`config.mk`:
```
export PLATFORM = sky130hd
export DESIGN_NAME = ocyrus_link
export DESIGN_NICKNAME = d
export VERILOG_FILES = /design/src/ocyrus_pkg.sv /design/src/serdes_strobe_gen.sv /design/src/oserdes_lanes.sv /design/src/iserdes_lane.sv /design/src/ocyrus_link.sv
export SDC_FILE = /design/constraint.sdc
export NUM_CORES = 1
export LEC_CHECK = 0
export BUFFER_PORTS_ARGS = -buffer_cell sky130_fd_sc_hd__buf_4
export CAP_MARGIN = 10
export CORE_ASPECT_RATIO = 0.9
export CORE_UTILIZATION = 25
export DETAILED_ROUTE_END_ITERATION = 10
export PLACE_DENSITY = 0.42
export SYNTH_ARGS = -nofsm -noshare
export SYNTH_HDL_FRONTEND = slang
export SYNTH_SLANG_ARGS = --single-unit
export TNS_END_PERCENT = 50
```
`constraint.sdc`:
```
create_clock -name fast_clock -period 2.1 [get_ports fast_clock]
set_clock_uncertainty 0.05 [all_clocks]
set_input_delay 0.315 -clock fast_clock [delete_from_list [all_inputs] [get_ports fast_clock]]
set_output_delay 0.315 -clock fast_clock [all_outputs]
set_load 0.005 [all_outputs]
```
`src/ocyrus_pkg.sv`:
```
package ocyrus_pkg;

	// ----------------------------------------
	// word geometry
	// ----------------------------------------

	// fast clocks per word, also bits per word
	localparam int BIT_DEPTH = 8;

	// width of the position counter inside one word
	localparam int BIT_COUNT_W = $clog2(BIT_DEPTH);

	// one parallel word as seen on the fabric side
	typedef logic [BIT_DEPTH-1:0] word_t;

	// which bit of the word is on the wire right now
	typedef logic [BIT_COUNT_W-1:0] bit_count_t;

	// counter value in the cycle that closes a word
	localparam bit_count_t LAST_BIT = bit_count_t'(BIT_DEPTH - 1);

	// ----------------------------------------
	// link bring-up
	// ----------------------------------------

	// stand-in for pll lock followed by buffer alignment
	typedef enum logic [1:0] {
		LINK_RESET    = 2'd0, // waiting for the first word boundary
		LINK_TRAINING = 2'd1, // counting word periods, strobe held off
		LINK_LOCKED   = 2'd2  // strobe running, lock flag high
	} link_state_t;

endpackage

```
`src/serdes_strobe_gen.sv`:
```
`timescale 1ns/1ps

module serdes_strobe_gen #(
	parameter int LOCK_WORDS = 4 // full word periods spent in training
) (
	input  logic fast_clock, // bit clock, one bit per edge
	input  logic arst_n,     // async reset, active low
	output logic ioce,       // serdes strobe, one cycle per word once locked
	output logic locked      // link is up
);
	import ocyrus_pkg::*;

	// lock period counter only has to reach LOCK_WORDS-1
	localparam int LOCK_W = (LOCK_WORDS > 1) ? $clog2(LOCK_WORDS) : 1;

	typedef logic [LOCK_W-1:0] lock_count_t;

	localparam lock_count_t LOCK_LAST = lock_count_t'(LOCK_WORDS - 1);

	bit_count_t  bit_count;  // free running position within the word
	logic        word_end;   // last bit of the current word
	lock_count_t lock_count; // completed training periods
	link_state_t state;      // bring-up state
	link_state_t state_next;

	// ----------------------------------------
	// word boundary counter
	// ----------------------------------------

	always_ff @(posedge fast_clock or negedge arst_n) begin
		if (!arst_n) begin
			bit_count <= '0;
		end else if (word_end) begin
			bit_count <= '0; // wrap, next word starts
		end else begin
			bit_count <= bit_count + 1'b1;
		end
	end

	assign word_end = (bit_count == LAST_BIT); // stands in for the divided word clock

	// ----------------------------------------
	// lock state machine
	// ----------------------------------------

	always_comb begin
		state_next = state;
		case (state)
			LINK_RESET: begin
				if (word_end) begin
					state_next = LINK_TRAINING; // training starts on a clean word boundary
				end
			end
			LINK_TRAINING: begin
				if (word_end && (lock_count == LOCK_LAST)) begin
					state_next = LINK_LOCKED; // enough whole periods seen
				end
			end
			LINK_LOCKED: begin
				state_next = LINK_LOCKED; // sticky until the next reset
			end
			default: begin
				state_next = LINK_RESET;
			end
		endcase
	end

	always_ff @(posedge fast_clock or negedge arst_n) begin
		if (!arst_n) begin
			state <= LINK_RESET;
		end else begin
			state <= state_next;
		end
	end

	always_ff @(posedge fast_clock or negedge arst_n) begin
		if (!arst_n) begin
			lock_count <= '0;
		end else if ((state == LINK_TRAINING) && word_end) begin
			lock_count <= lock_count + 1'b1; // one more full period done
		end
	end

	// strobe only escapes once the link is locked
	assign locked = (state == LINK_LOCKED);
	assign ioce   = locked & word_end; // lands on the last bit of every word

endmodule

```
`src/oserdes_lanes.sv`:
```
`timescale 1ns/1ps

module oserdes_lanes #(
	parameter int NUM_LANES = 4 // 1, 2 or 4 for single, double, quad
) (
	input  logic                              fast_clock, // bit clock
	input  logic                              arst_n,     // async reset, active low
	input  logic                              ioce,       // load strobe, last bit of word
	input  ocyrus_pkg::word_t [NUM_LANES-1:0] words_in,   // sampled only while ioce is high
	output logic              [NUM_LANES-1:0] d_out       // serial lines, msb first
);
	import ocyrus_pkg::*;

	localparam int MSB = BIT_DEPTH - 1; // bit that sits on the wire

	// ----------------------------------------
	// one load and shift register per lane
	// ----------------------------------------

	// the strobe cycle still shows bit 0 of the old word, so loading on that
	// edge puts the new msb on the wire in the very next cycle with no gap
	for (genvar lane = 0; lane < NUM_LANES; lane++) begin : g_lane
		word_t shift_q; // word in flight, current bit in the msb

		always_ff @(posedge fast_clock or negedge arst_n) begin
			if (!arst_n) begin
				shift_q <= '0; // quiet line until lock
			end else if (ioce) begin
				shift_q <= words_in[lane]; // take the next word
			end else begin
				shift_q <= {shift_q[MSB-1:0], 1'b0}; // next bit up, zero fill
			end
		end

		assign d_out[lane] = shift_q[MSB]; // straight from the flop, no logic on the pin
	end

endmodule

```
`src/iserdes_lane.sv`:
```
`timescale 1ns/1ps

module iserdes_lane (
	input  logic              fast_clock, // bit clock
	input  logic              arst_n,     // async reset, active low
	input  logic              ioce,       // word boundary strobe
	input  logic              data_in,    // serial input, msb first
	output ocyrus_pkg::word_t word_out,   // last complete word
	output logic              word_valid  // one cycle pulse with each new word
);
	import ocyrus_pkg::*;

	localparam int MSB = BIT_DEPTH - 1;

	word_t gather_q;  // previous bits, newest in the lsb
	word_t word_next; // gathered bits plus the one on the pin now

	// ----------------------------------------
	// serial gather
	// ----------------------------------------

	assign word_next = {gather_q[MSB-1:0], data_in};

	// plain shift register, newest bit in the lsb
	always_ff @(posedge fast_clock or negedge arst_n) begin
		if (!arst_n) begin
			gather_q <= '0;
		end else begin
			gather_q <= word_next;
		end
	end

	// ----------------------------------------
	// parallel output
	// ----------------------------------------

	always_ff @(posedge fast_clock or negedge arst_n) begin
		if (!arst_n) begin
			word_out   <= '0;
			word_valid <= 1'b0;
		end else begin
			word_valid <= ioce; // follows the strobe by one cycle
			if (ioce) begin
				word_out <= word_next; // lsb arrives in the strobe cycle itself
			end
		end
	end

endmodule

```
`src/ocyrus_link.sv`:
```
`timescale 1ns/1ps

module ocyrus_link #(
	parameter int NUM_LANES  = 4, // serial lanes driven
	parameter int LOCK_WORDS = 4  // training periods before lock
) (
	input  logic                              fast_clock,  // bit clock
	input  logic                              arst_n,      // async reset, active low
	// ----------------------------------------
	// transmit side
	// ----------------------------------------
	input  ocyrus_pkg::word_t [NUM_LANES-1:0] words_in,    // held valid while word_strobe is high
	output logic              [NUM_LANES-1:0] d_out,       // serial lanes, msb first
	output logic                              word_strobe, // words_in is sampled here
	output logic                              locked,      // link up
	// ----------------------------------------
	// receive side
	// ----------------------------------------
	input  logic                              data_in,     // serial input, lane 0 looped back in test
	output ocyrus_pkg::word_t                 word_out,    // recovered word
	output logic                              word_valid   // word_out just updated
);

	logic ioce; // shared strobe for both directions

	// strobe and lock, replaces the pll and clock buffers
	serdes_strobe_gen #(
		.LOCK_WORDS(LOCK_WORDS)
	) strobe_gen (
		.fast_clock(fast_clock),
		.arst_n    (arst_n),
		.ioce      (ioce),
		.locked    (locked)
	);

	// parallel to serial, all lanes on the same strobe
	oserdes_lanes #(
		.NUM_LANES(NUM_LANES)
	) tx_lanes (
		.fast_clock(fast_clock),
		.arst_n    (arst_n),
		.ioce      (ioce),
		.words_in  (words_in),
		.d_out     (d_out)
	);

	// serial to parallel for one input line
	iserdes_lane rx_lane (
		.fast_clock(fast_clock),
		.arst_n    (arst_n),
		.ioce      (ioce),
		.data_in   (data_in),
		.word_out  (word_out),
		.word_valid(word_valid)
	);

	assign word_strobe = ioce; // tells the source when words_in is taken

endmodule

```
==> results of run 1 <==
per-layer routing:
layer | routed length, microns | GRT usage | vias to the layer above
li1 | - | - | 512
met4 | 18 | 0.0254 | 0
met2 | 1710 | 0.136 | 41
met5 | 0 | 0 | -
met3 | 265 | 0.0342 | 2
met1 | 1780 | 0.121 | 569
critical path, stage by stage, from the launching register on:
cell and delay [ns]:
sky130_fd_sc_hd__dfrtp_1 0.39, sky130_fd_sc_hd__ha_1 0.20, sky130_fd_sc_hd__ha_1 0.28, sky130_fd_sc_hd__nand2_4 0.20, sky130_fd_sc_hd__inv_1 0.10, sky130_fd_sc_hd__buf_4 0.14
layout make-up:
cell class / instances / area (sq um) / area share
timing repair buffer: 53 / 410 / 0.150
multi-input combinational: 56 / 698 / 0.255
inverter: 4 / 15.0 / 0.00549
sequential: 55 / 1380 / 0.503
clock buffer: 5 / 68.8 / 0.0251
tap: 115 / 144 / 0.0526
clock inverter: 3 / 23.8 / 0.00869
registers in the layout, indices dropped and copies added, names as in the netlist:
register / cells
rx_lane.word_out: 8
rx_lane.gather_q: 7
tx_lanes.g_lane.shift_q: 32
strobe_gen.state: 2
rx_lane.word_valid: 1
strobe_gen.lock_count: 2
strobe_gen.bit_count: 3
cells by family (layout without fill, tap and decap cells):
family / count (synthesis) / count (layout) / share of synthesized area
simple gates: 8 / 8 / 0.0220
flops: 55 / 55 / 0.637
compound gates: 1 / 1 / 0.00290
xor+xnor: 1 / 1 / 0.00405
buf+inv: 12 / 65 / 0.0400
fa+ha+maj: 7 / 7 / 0.0405
mux: 39 / 39 / 0.254
through the flow:
stage | instance area [sq um] | util
after floorplan | 2160 | -
after global placement | 2640 | 0.322
after detailed placement | 2640 | 0.322
after CTS | 2740 | 0.333
after global routing | 2740 | 0.333
final | 2740 | 0.333
Yosys cell counts:
master,instances
sky130_fd_sc_hd__xnor2_1,1
sky130_fd_sc_hd__dfrtp_1,55
sky130_fd_sc_hd__mux2_2,10
sky130_fd_sc_hd__ha_1,7
sky130_fd_sc_hd__inv_1,4
sky130_fd_sc_hd__buf_4,5
sky130_fd_sc_hd__nand2_4,1
sky130_fd_sc_hd__mux2_4,29
sky130_fd_sc_hd__nor2_1,2
sky130_fd_sc_hd__nand2_1,1
sky130_fd_sc_hd__buf_6,3
sky130_fd_sc_hd__o22ai_1,1
sky130_fd_sc_hd__and3_1,4
power groups by stage:
stage / clock network, W / registers, W / logic (W)
after floorplan: 0 / 0.00113 / 0.0000477
after global placement: 0 / 0.00113 / 0.000135
after detailed placement: 0 / 0.00114 / 0.000137
after CTS: 0.000624 / 0.00112 / 0.000138
after global routing: 0.000678 / 0.00112 / 0.000147
final: 0.000592 / 0.00111 / 0.000133
path summary, 6_finish.rpt:
check	slack, ns	endpoint	depth (start not counted)
hold / removal	-0.004	tx_lanes.g_lane[0].shift_q[6]	1
min in group fast_clock	0.07	rx_lane.gather_q[0]	1
hold reg to reg	0.33	rx_lane.gather_q[5]	0
setup reg to reg	0.32	tx_lanes.g_lane[0].shift_q[7]	5
max in group asynchronous	1.56	rx_lane.word_out[3]	1
setup / recovery	0.12	word_strobe	5
==> qor.yml, run 1 <==
postSynthNetCount: 165
synth-seq-cells: 55
floorplan.die_area_sq_um: 9020
track_usage: 0.0901
final_critical_period_ns: 1.98
internal_power_w: 0.00143
longest_clk_path_bufs: 2
final_common_cell: "sky130_fd_sc_hd__dfrtp_1"
detailedPlace.worstSlack_ns: 0.318
timing.critical_path.from: "strobe_gen.bit_count[0]"
critPathCaptureType: "primary output"
combinational_share_of_power: 0.072
endpoint_arrival_time_on_the_critical_path_ns: 1.62
wire_length_of_the_first_global_routing_pass_mm: 6.22
power.static_leakage_nw: 1.40
post_route_fraction_of_the_period_consumed_by_the_critical_path: 0.944
post-route-drc-count: 0
dr.first_iter.drc_count: 41
drt_pass1_iterations: 4
ir_drop_mv: 0.267
diodes: 0
startpoint_type: "flip-flop"
antenna_violations_before_repair: 0
postCtsHoldBufs: 0
syn_area_sq_um: 2160
place.gp.congestion: 0.694
worst_setup_hold_path_clk_slew_ns: 0.10
ant_nets: 0
most_used_cells_in_the_layout_excluding_fill_and_tap_cells: "sky130_fd_sc_hd__dfrtp_1 (55), sky130_fd_sc_hd__buf_4 (52), sky130_fd_sc_hd__mux2_4 (29)"
netlist_top_cells_area: "sky130_fd_sc_hd__dfrtp_1 (64%), sky130_fd_sc_hd__mux2_4 (20%), sky130_fd_sc_hd__mux2_2 (5.2%), sky130_fd_sc_hd__ha_1 (4.1%), sky130_fd_sc_hd__buf_4 (1.7%)"
worst_pin_slew_ns: 0.681
net-switching-power_w: 0.000411
placed_cells: 283
failing_checks: "negative hold slack"
power_per_cell_area_nw_per_um2: 672
setup-tns-final_ns: 0
layout-area-overhead-vs-synth_pct: 26.6
h_tree_lvls: 2
cts.sink_count: 55
synth_cell_type_count: 13
crit-reg2reg-launch: "strobe_gen.bit_count[0]"
worst_slack_ns: 0.118
instances_no_fill: 291
cts.repair.resized: 0
highest_attainable_clock_frequency_ghz: 0.505
grt_overflow_total: 0
synth-seq-area-share: 0.637
post-synth-top-area-fraction: 0.637
fp.dieW_microns: 100
status: "complete, but fails checks"
grt_start_max_net_pins: 56
num_io_pins: 50
synthesis.area_per_instance_sq_um: 17.6
std_cell_rows: 31
netlist_instances: 123
cp.required_ns: 1.74
cts_buffers: 5
port-buffer-count: 49
die_h_microns: 90.2
tritoncts_clock_tree: "yes"
yosysTopAreaCell: "sky130_fd_sc_hd__dfrtp_1"
number_of_global_route_vias_before_repair: 1259
worst_hold_path_type: "input port to asynchronous set/reset pin"
sw_frac_of_total: 0.224
hold_ws_ns: -0.00420
timing.setup.critical_path_class: "flip-flop to primary output"
dr_total_vias: 1124
hold_viol_final: 1
placeableCoreArea_sq_um: 8220
cap_violations: 0
final_max_slew_viol_count: 0
num-fill-cells: 839
drt-wirelength-per-cell_microns: 13.0
clkLatencyLatePin_ns: 0.30
routed_wl_mm: 3.78
power.sequential.fraction: 0.606
synth-warning-count: 0
dp.final_hpwl_mm: 2.69
setup-violations-final: 0
cts_setup_buffers: 0
share_of_power_burned_in_the_clock_network: 0.322
viasPerCell: 3.86
grt_setup_unrepaired: "false"
start_util: 0.263
cts.root.buffer_cell: "sky130_fd_sc_hd__clkbuf_8"
worst_slew_margin_rel: 0.546
crit_path_max_fanout: 11
final_nets: 217
drive_gt1_frac: 0.574
total_power_w: 0.00184
(Power assumes the default switching activity.)
==> run 2, diff against run 1 <==
--- a/config.mk
+++ b/config.mk
@@ -8,9 +8,10 @@
 export BUFFER_PORTS_ARGS = -buffer_cell sky130_fd_sc_hd__buf_4
 export CAP_MARGIN = 10
 export CORE_ASPECT_RATIO = 0.9
-export CORE_UTILIZATION = 25
+export CORE_UTILIZATION = 52
 export DETAILED_ROUTE_END_ITERATION = 10
-export PLACE_DENSITY = 0.42
+export PLACE_DENSITY = 0.76
+export REMOVE_ABC_BUFFERS = 1
 export SYNTH_ARGS = -nofsm -noshare
 export SYNTH_HDL_FRONTEND = slang
 export SYNTH_SLANG_ARGS = --single-unit
==> run 2 against run 1 <==
Compared with the run above: the run still ends with negative hold slack left; first-iteration DRC count increased by 78%; via count down 3.2%; sequential share of layout area grew 1.2 points; critical path depth grew 1; maximum frequency rose by 1.4%; final area is 2.4% lower; clock power is 18% higher; combinational power about the same; critical path type unchanged; largest power group unchanged.
==> qor.yml, run 2 (same netlist as run 1, synthesis figures left out) <==
status: "complete, but fails checks"
failing_checks: "negative hold slack"
startpoint_type: "flip-flop"
dr_total_vias: 1088  # -3.2%
cts.sink_count: 55  # unchanged
start_util: 0.563  # +0.300
ir_drop_mv: 0.413  # +55%
postPlaceCellArea_sq_um: 2540  # -3.8%
power.static_leakage_nw: 1.41  # +0.90%
drt_pass1_iterations: 3  # -1
final_critical_period_ns: 1.96  # -0.0266 ns
grtUsageMet2: 0.278  # +0.142
drive_gt1_frac: 0.577  # +0.00328
dp.final_hpwl_mm: 2.32  # -14%
clkLatencyLatePin_ns: 0.30  # about the same
highest_attainable_clock_frequency_ghz: 0.511  # +1.4%
detailedPlace.worstSlack_ns: 0.243  # -0.0757 ns
dr.first_iter.drc_count: 73  # +78%
wire_length_of_the_first_global_routing_pass_mm: 5.55  # -11%
grt_use_met3: 0.0656  # +0.0314
diodes: 0  # unchanged
setup-tns-final_ns: 0  # unchanged
antenna_violations_before_repair: 0  # unchanged
num_io_pins: 50  # unchanged
longest_clk_path_bufs: 2  # unchanged
worst_slew_margin_rel: 0.560  # +0.0139
track_usage: 0.167  # +0.0766
fp.dieW_microns: 70.0  # -30%
setup-violations-final: 0  # unchanged
layout-area-overhead-vs-synth_pct: 23.6
share_of_power_burned_in_the_clock_network: 0.360  # +0.038
final_nets: 216  # -0.46%
crit_path_max_fanout: 16  # +5
power.sequential.fraction: 0.572  # -0.034
final_common_cell: "sky130_fd_sc_hd__dfrtp_1"
placeableCoreArea_sq_um: 3840  # -53%
largestRegisters: "tx_lanes.g_lane.shift_q: 32 flops, rx_lane.word_out: 8 flops, rx_lane.gather_q: 7 flops"
final_max_slew_viol_count: 0  # unchanged
ant_nets: 0  # unchanged
cap_violations: 0  # unchanged
most_used_cells_in_the_layout_excluding_fill_and_tap_cells: "sky130_fd_sc_hd__dfrtp_1 (55), sky130_fd_sc_hd__buf_4 (51), sky130_fd_sc_hd__mux2_4 (29)"
hold_ws_ns: -0.00263  # +0.00157 ns
postCtsHoldBufs: 0  # unchanged
hold_viol_final: 7  # +6
cp.required_ns: 1.74  # about the same
power_per_cell_area_nw_per_um2: 729  # +8.5%
final_cell_area_excluding_filler_cells_sq_um: 2670  # -2.4%
cts_buffers: 5  # unchanged
grt_start_max_net_pins: 56  # unchanged
grt_util_met1: 0.196  # +0.0755
viasPerCell: 4.92  # +27%
floorplan.die_area_sq_um: 4420  # -51%
grt.busiest_layer: "met2"
internal_power_w: 0.00157  # +10%
total_power_w: 0.00195  # +5.9%
number_of_global_route_vias_before_repair: 1175  # -6.7%
largest_register_ff_count: 32  # unchanged
cts.root.buffer_cell: "sky130_fd_sc_hd__clkbuf_8"
critPathCaptureType: "primary output"
post_route_fraction_of_the_period_consumed_by_the_critical_path: 0.931  # -0.0126
worst_hold_path_type: "input port to asynchronous set/reset pin"
grt_setup_unrepaired: "false"
h_tree_lvls: 2  # unchanged
die_h_microns: 63.2  # -30%
endpoint_arrival_time_on_the_critical_path_ns: 1.59  # -0.03 ns
tritoncts_clock_tree: "yes"
routed_wl_mm: 3.25  # -14%
combinational_share_of_power: 0.068  # -0.004
net-switching-power_w: 0.000373  # -9.3%
place.gp.congestion: 0.667  # -3.9%
sw_frac_of_total: 0.191  # -0.0321
timing.setup.critical_path_class: "flip-flop to primary output"
std_cell_rows: 21  # -32%
top_register: "tx_lanes.g_lane.shift_q"
worst_pin_slew_ns: 0.660  # -0.0209 ns
post-route-drc-count: 0  # unchanged
grt_overflow_total: 0  # unchanged
drt-wirelength-per-cell_microns: 14.7  # +13%
port-buffer-count: 49  # unchanged
worst_slack_ns: 0.145  # +0.0266 ns
worst_setup_hold_path_clk_slew_ns: 0.09  # about the same
-- run 2: per-layer routing --
layer / vias to the layer above / share of wire
met3: 2 / 0.058
met2: 37 / 0.52
met4: 0 / 0.0049
met1: 541 / 0.41
li1: 508 / -
met5: - / 0
-- run 2: cell type report --
type	count	area, sq um
flip-flops and latches	55	1380
fillers	275	1170
multi-input cells	56	701
repair buffers	52	403
clock buffers	6	82.6
well taps	46	57.6
clock inverters	2	35.0
inverters	4	15.0
-- run 2: worst max-delay path, cell delays in order, from the launching register on --
cell and delay [ns]:
sky130_fd_sc_hd__dfrtp_1 0.39, sky130_fd_sc_hd__ha_1 0.20, sky130_fd_sc_hd__ha_2 0.22, sky130_fd_sc_hd__nand2_4 0.10, sky130_fd_sc_hd__buf_12 0.17, sky130_fd_sc_hd__inv_1 0.07
sky130_fd_sc_hd__buf_4 0.13
-- run 2: path summary, 6_finish.rpt --
kind	depth (start not counted)	startpoint	end	slack [ns]
min reg2reg	0	rx_lane.gather_q[1]	rx_lane.gather_q[2]	0.33
min	1	arst_n	tx_lanes.g_lane[3].shift_q[7]	-0.003
min in group fast_clock	1	data_in	rx_lane.gather_q[0]	0.08
max	6	strobe_gen.bit_count[0]	word_strobe	0.14
max reg2reg	6	strobe_gen.bit_count[0]	tx_lanes.g_lane[2].shift_q[3]	0.23
max in group asynchronous	1	arst_n	rx_lane.gather_q[2]	1.56
-- run 2: stage by stage --
step,utilization,std cells
2_1_floorplan,-,115
3_3_place_gp,0.663,212
3_5_place_dp,0.663,212
4_1_cts,0.695,221
5_1_grt,0.696,221
6_report,0.696,221
-- run 2: power by group through the flow --
stage | clock [W] | sequential [W] | combinational [W]
after floorplan | 0 | 0.00113 | 0.0000416
after global placement | 0 | 0.00113 | 0.000132
after detailed placement | 0 | 0.00114 | 0.000135
after CTS | 0.000723 | 0.00112 | 0.000136
after global routing | 0.000767 | 0.00112 | 0.000146
final | 0.000700 | 0.00111 | 0.000132
-- run 2: timing repair --
item / in CTS / in global routing
pin swaps: 1 / 0
resized for setup: 0 / 1
endpoints found under the setup margin: 1 / 1
setup buffers: 1 / 0
==> run 3, diff against run 2 <==
--- a/config.mk
+++ b/config.mk
@@ -6,11 +6,11 @@
 export NUM_CORES = 1
 export LEC_CHECK = 0
 export BUFFER_PORTS_ARGS = -buffer_cell sky130_fd_sc_hd__buf_4
-export CAP_MARGIN = 10
+export CAP_MARGIN = 5
 export CORE_ASPECT_RATIO = 0.9
 export CORE_UTILIZATION = 52
 export DETAILED_ROUTE_END_ITERATION = 10
-export PLACE_DENSITY = 0.76
+export PLACE_DENSITY = 0.77
 export REMOVE_ABC_BUFFERS = 1
 export SYNTH_ARGS = -nofsm -noshare
 export SYNTH_HDL_FRONTEND = slang
==> run 3 against run 2 <==
Compared with the run above: the run still ends with negative hold slack left; clock-buffer cell count rose by 1; sequential share of layout area rose by 0.29 points; via count rose by 1.1%; maximum frequency rose by 0.11%; global-route usage rose by 0.62 points; critical endpoint unchanged.
==> qor.yml, run 3 (same netlist as run 1, synthesis figures left out) <==
cts.sink_count: 55  # unchanged
drt-wirelength-per-cell_microns: 15.0  # +2.2%
postPlaceCellArea_sq_um: 2560  # +0.79%
floorplan.die_area_sq_um: 4420  # unchanged
clkLatencyLatePin_ns: 0.29  # about the same
final_critical_period_ns: 1.95  # -0.00224 ns
power.static_leakage_nw: 1.40  # -0.66%
largest_register_ff_count: 32  # unchanged
diodes: 0  # unchanged
setup-violations-final: 0  # unchanged
placeableCoreArea_sq_um: 3840  # unchanged
viasPerCell: 4.98  # +1.1%
h_tree_lvls: 2  # unchanged
hold_viol_final: 7  # unchanged
final_common_cell: "sky130_fd_sc_hd__dfrtp_1"
num-fill-cells: 268  # -2.5%
dr_total_vias: 1100  # +1.1%
grt_setup_unrepaired: "false"
startpoint_type: "flip-flop"
placed_cells: 213  # +0.47%
tritoncts_clock_tree: "yes"
critical_path.n_buffers_inverters: 3  # unchanged
ant_nets: 0  # unchanged
post_route_fraction_of_the_period_consumed_by_the_critical_path: 0.930  # -0.00107
final_nets: 216  # unchanged
cts_buffers: 5  # unchanged
critPathTopFamily: "flip-flops"
longest_clk_path_bufs: 2  # unchanged
timing.critical_path.cells: "inv_1 > ha_1 > nand2_8 > inv_1 > buf_4"
worst_path_most_repeated_cell: "sky130_fd_sc_hd__inv_1"
dp.final_hpwl_mm: 2.41  # +4.1%
setup-tns-final_ns: 0  # unchanged
dr.first_iter.drc_count: 36  # -51%
drt_pass1_iterations: 4  # +1
failing_checks: "negative hold slack"
place.gp.congestion: 0.718  # +7.7%
crit_path_max_fanout: 14  # -2
status: "complete, but fails checks"
hold_ws_ns: -0.00107  # +0.00156 ns
crit_slowest_cell: "sky130_fd_sc_hd__dfrtp_1"
grt_overflow_total: 0  # unchanged
routed_wl_mm: 3.32  # +2.2%
start_util: 0.563  # unchanged
endpoint_arrival_time_on_the_critical_path_ns: 1.59  # about the same
final_cell_area_excluding_filler_cells_sq_um: 2660  # -0.56%
fp.dieW_microns: 70.0  # unchanged
cts.root.buffer_cell: "sky130_fd_sc_hd__clkbuf_8"
die_h_microns: 63.2  # unchanged
num_io_pins: 50  # unchanged
worst_slew_margin_rel: 0.565  # +0.00534
worst_setup_hold_path_clk_slew_ns: 0.09  # about the same
drive_gt1_frac: 0.566  # -0.0114
postCtsHoldBufs: 0  # unchanged
most_used_cells_in_the_layout_excluding_fill_and_tap_cells: "sky130_fd_sc_hd__dfrtp_1 (55), sky130_fd_sc_hd__buf_4 (50), sky130_fd_sc_hd__mux2_4 (29)"
number_of_global_route_vias_before_repair: 1218  # +3.7%
std_cell_rows: 21  # unchanged
worst_hold_path_type: "input port to asynchronous set/reset pin"
highest_attainable_clock_frequency_ghz: 0.512  # +0.11%
final_max_slew_viol_count: 0  # unchanged
port-buffer-count: 49  # unchanged
cts_setup_buffers: 0  # -1
wire_length_of_the_first_global_routing_pass_mm: 5.63  # +1.5%
top_register: "tx_lanes.g_lane.shift_q"
ir_drop_mv: 0.451  # +9.1%
cp.required_ns: 1.74  # about the same
grt_start_max_net_pins: 56  # unchanged
track_usage: 0.173  # +0.00617
critPathCaptureType: "primary output"
cap_violations: 0  # unchanged
timing.setup.critical_path_class: "flip-flop to primary output"
critical-path-max-stage-delay_ns: 0.41  # +0.02 ns
layout-area-overhead-vs-synth_pct: 22.9
power_per_cell_area_nw_per_um2: 673  # -7.8%
worst_pin_slew_ns: 0.652  # -0.00800 ns
instances_no_fill: 221  # unchanged
largestRegisters: "tx_lanes.g_lane.shift_q: 32 flops, rx_lane.word_out: 8 flops, rx_lane.gather_q: 7 flops"
post-route-drc-count: 0  # unchanged
antenna_violations_before_repair: 0  # unchanged
[run 3: cell types whose count changed in the layout (fill, tap and decap cells not counted), sizes merged]
cell,before,now
bufinv,1,0
clkbuf,6,7
[run 3: final timing paths]
kind / from / endpoint / slack [ns] / cells after the start
max: strobe_gen.state[0] / word_strobe / 0.15 / 5
min: arst_n / rx_lane.gather_q[3] / -0.001 / 1
max reg2reg: strobe_gen.state[0] / tx_lanes.g_lane[1].shift_q[1] / 0.38 / 5
min reg2reg: rx_lane.gather_q[1] / rx_lane.gather_q[2] / 0.33 / 0
max in group asynchronous: arst_n / rx_lane.gather_q[2] / 1.58 / 1
min in group fast_clock: data_in / rx_lane.gather_q[0] / 0.08 / 1
[run 3: power by group]
group | switching, W | internal (W)
registers | 0.0000146 | 0.00110
clock network | 0.000307 | 0.000235
logic | 0.0000412 | 0.0000895
[run 3: area by class of cell]
cell class              count  area [sq um]  area share
repair buffers             52           415       0.156
flip-flops and latches     55          1380       0.518
clock buffers               7          76.3      0.0287
well taps                  46          57.6      0.0217
clock inverters             1          5.00     0.00189
multi-input cells          56           709       0.267
inverters                   4          15.0     0.00566
[run 3: stage by stage]
step	util	power (W)	hold WS [ns]	worst slack [ns]
6_report	0.692	0.00179	-0.00107	0.147
3_3_place_gp	0.668	0.00126	0.302	0.324
4_1_cts	0.691	0.00181	0.0216	0.0433
5_1_grt	0.692	0.00187	0.0475	0.0166
3_5_place_dp	0.668	0.00127	0.309	0.225
2_1_floorplan	-	0.00117	-0.0306	0.312
[run 3: metal layers]
metal	wire [microns]	vias up	part of all wire	track usage
li1	-	510	-	-
met2	1750	39	0.53	0.296
met1	1330	547	0.40	0.204
met3	192	4	0.058	0.0480
met4	45	0	0.014	0.0750
met5	0	-	0	0
[run 3: what timing repair did]
| item | in CTS | in global routing |
|---|---|---|
| hold endpoints to repair | 0 | 0 |
| gates cloned | 0 | 0 |
| gates resized for setup | 1 | 1 |
| endpoints found under the setup margin | 1 | 1 |
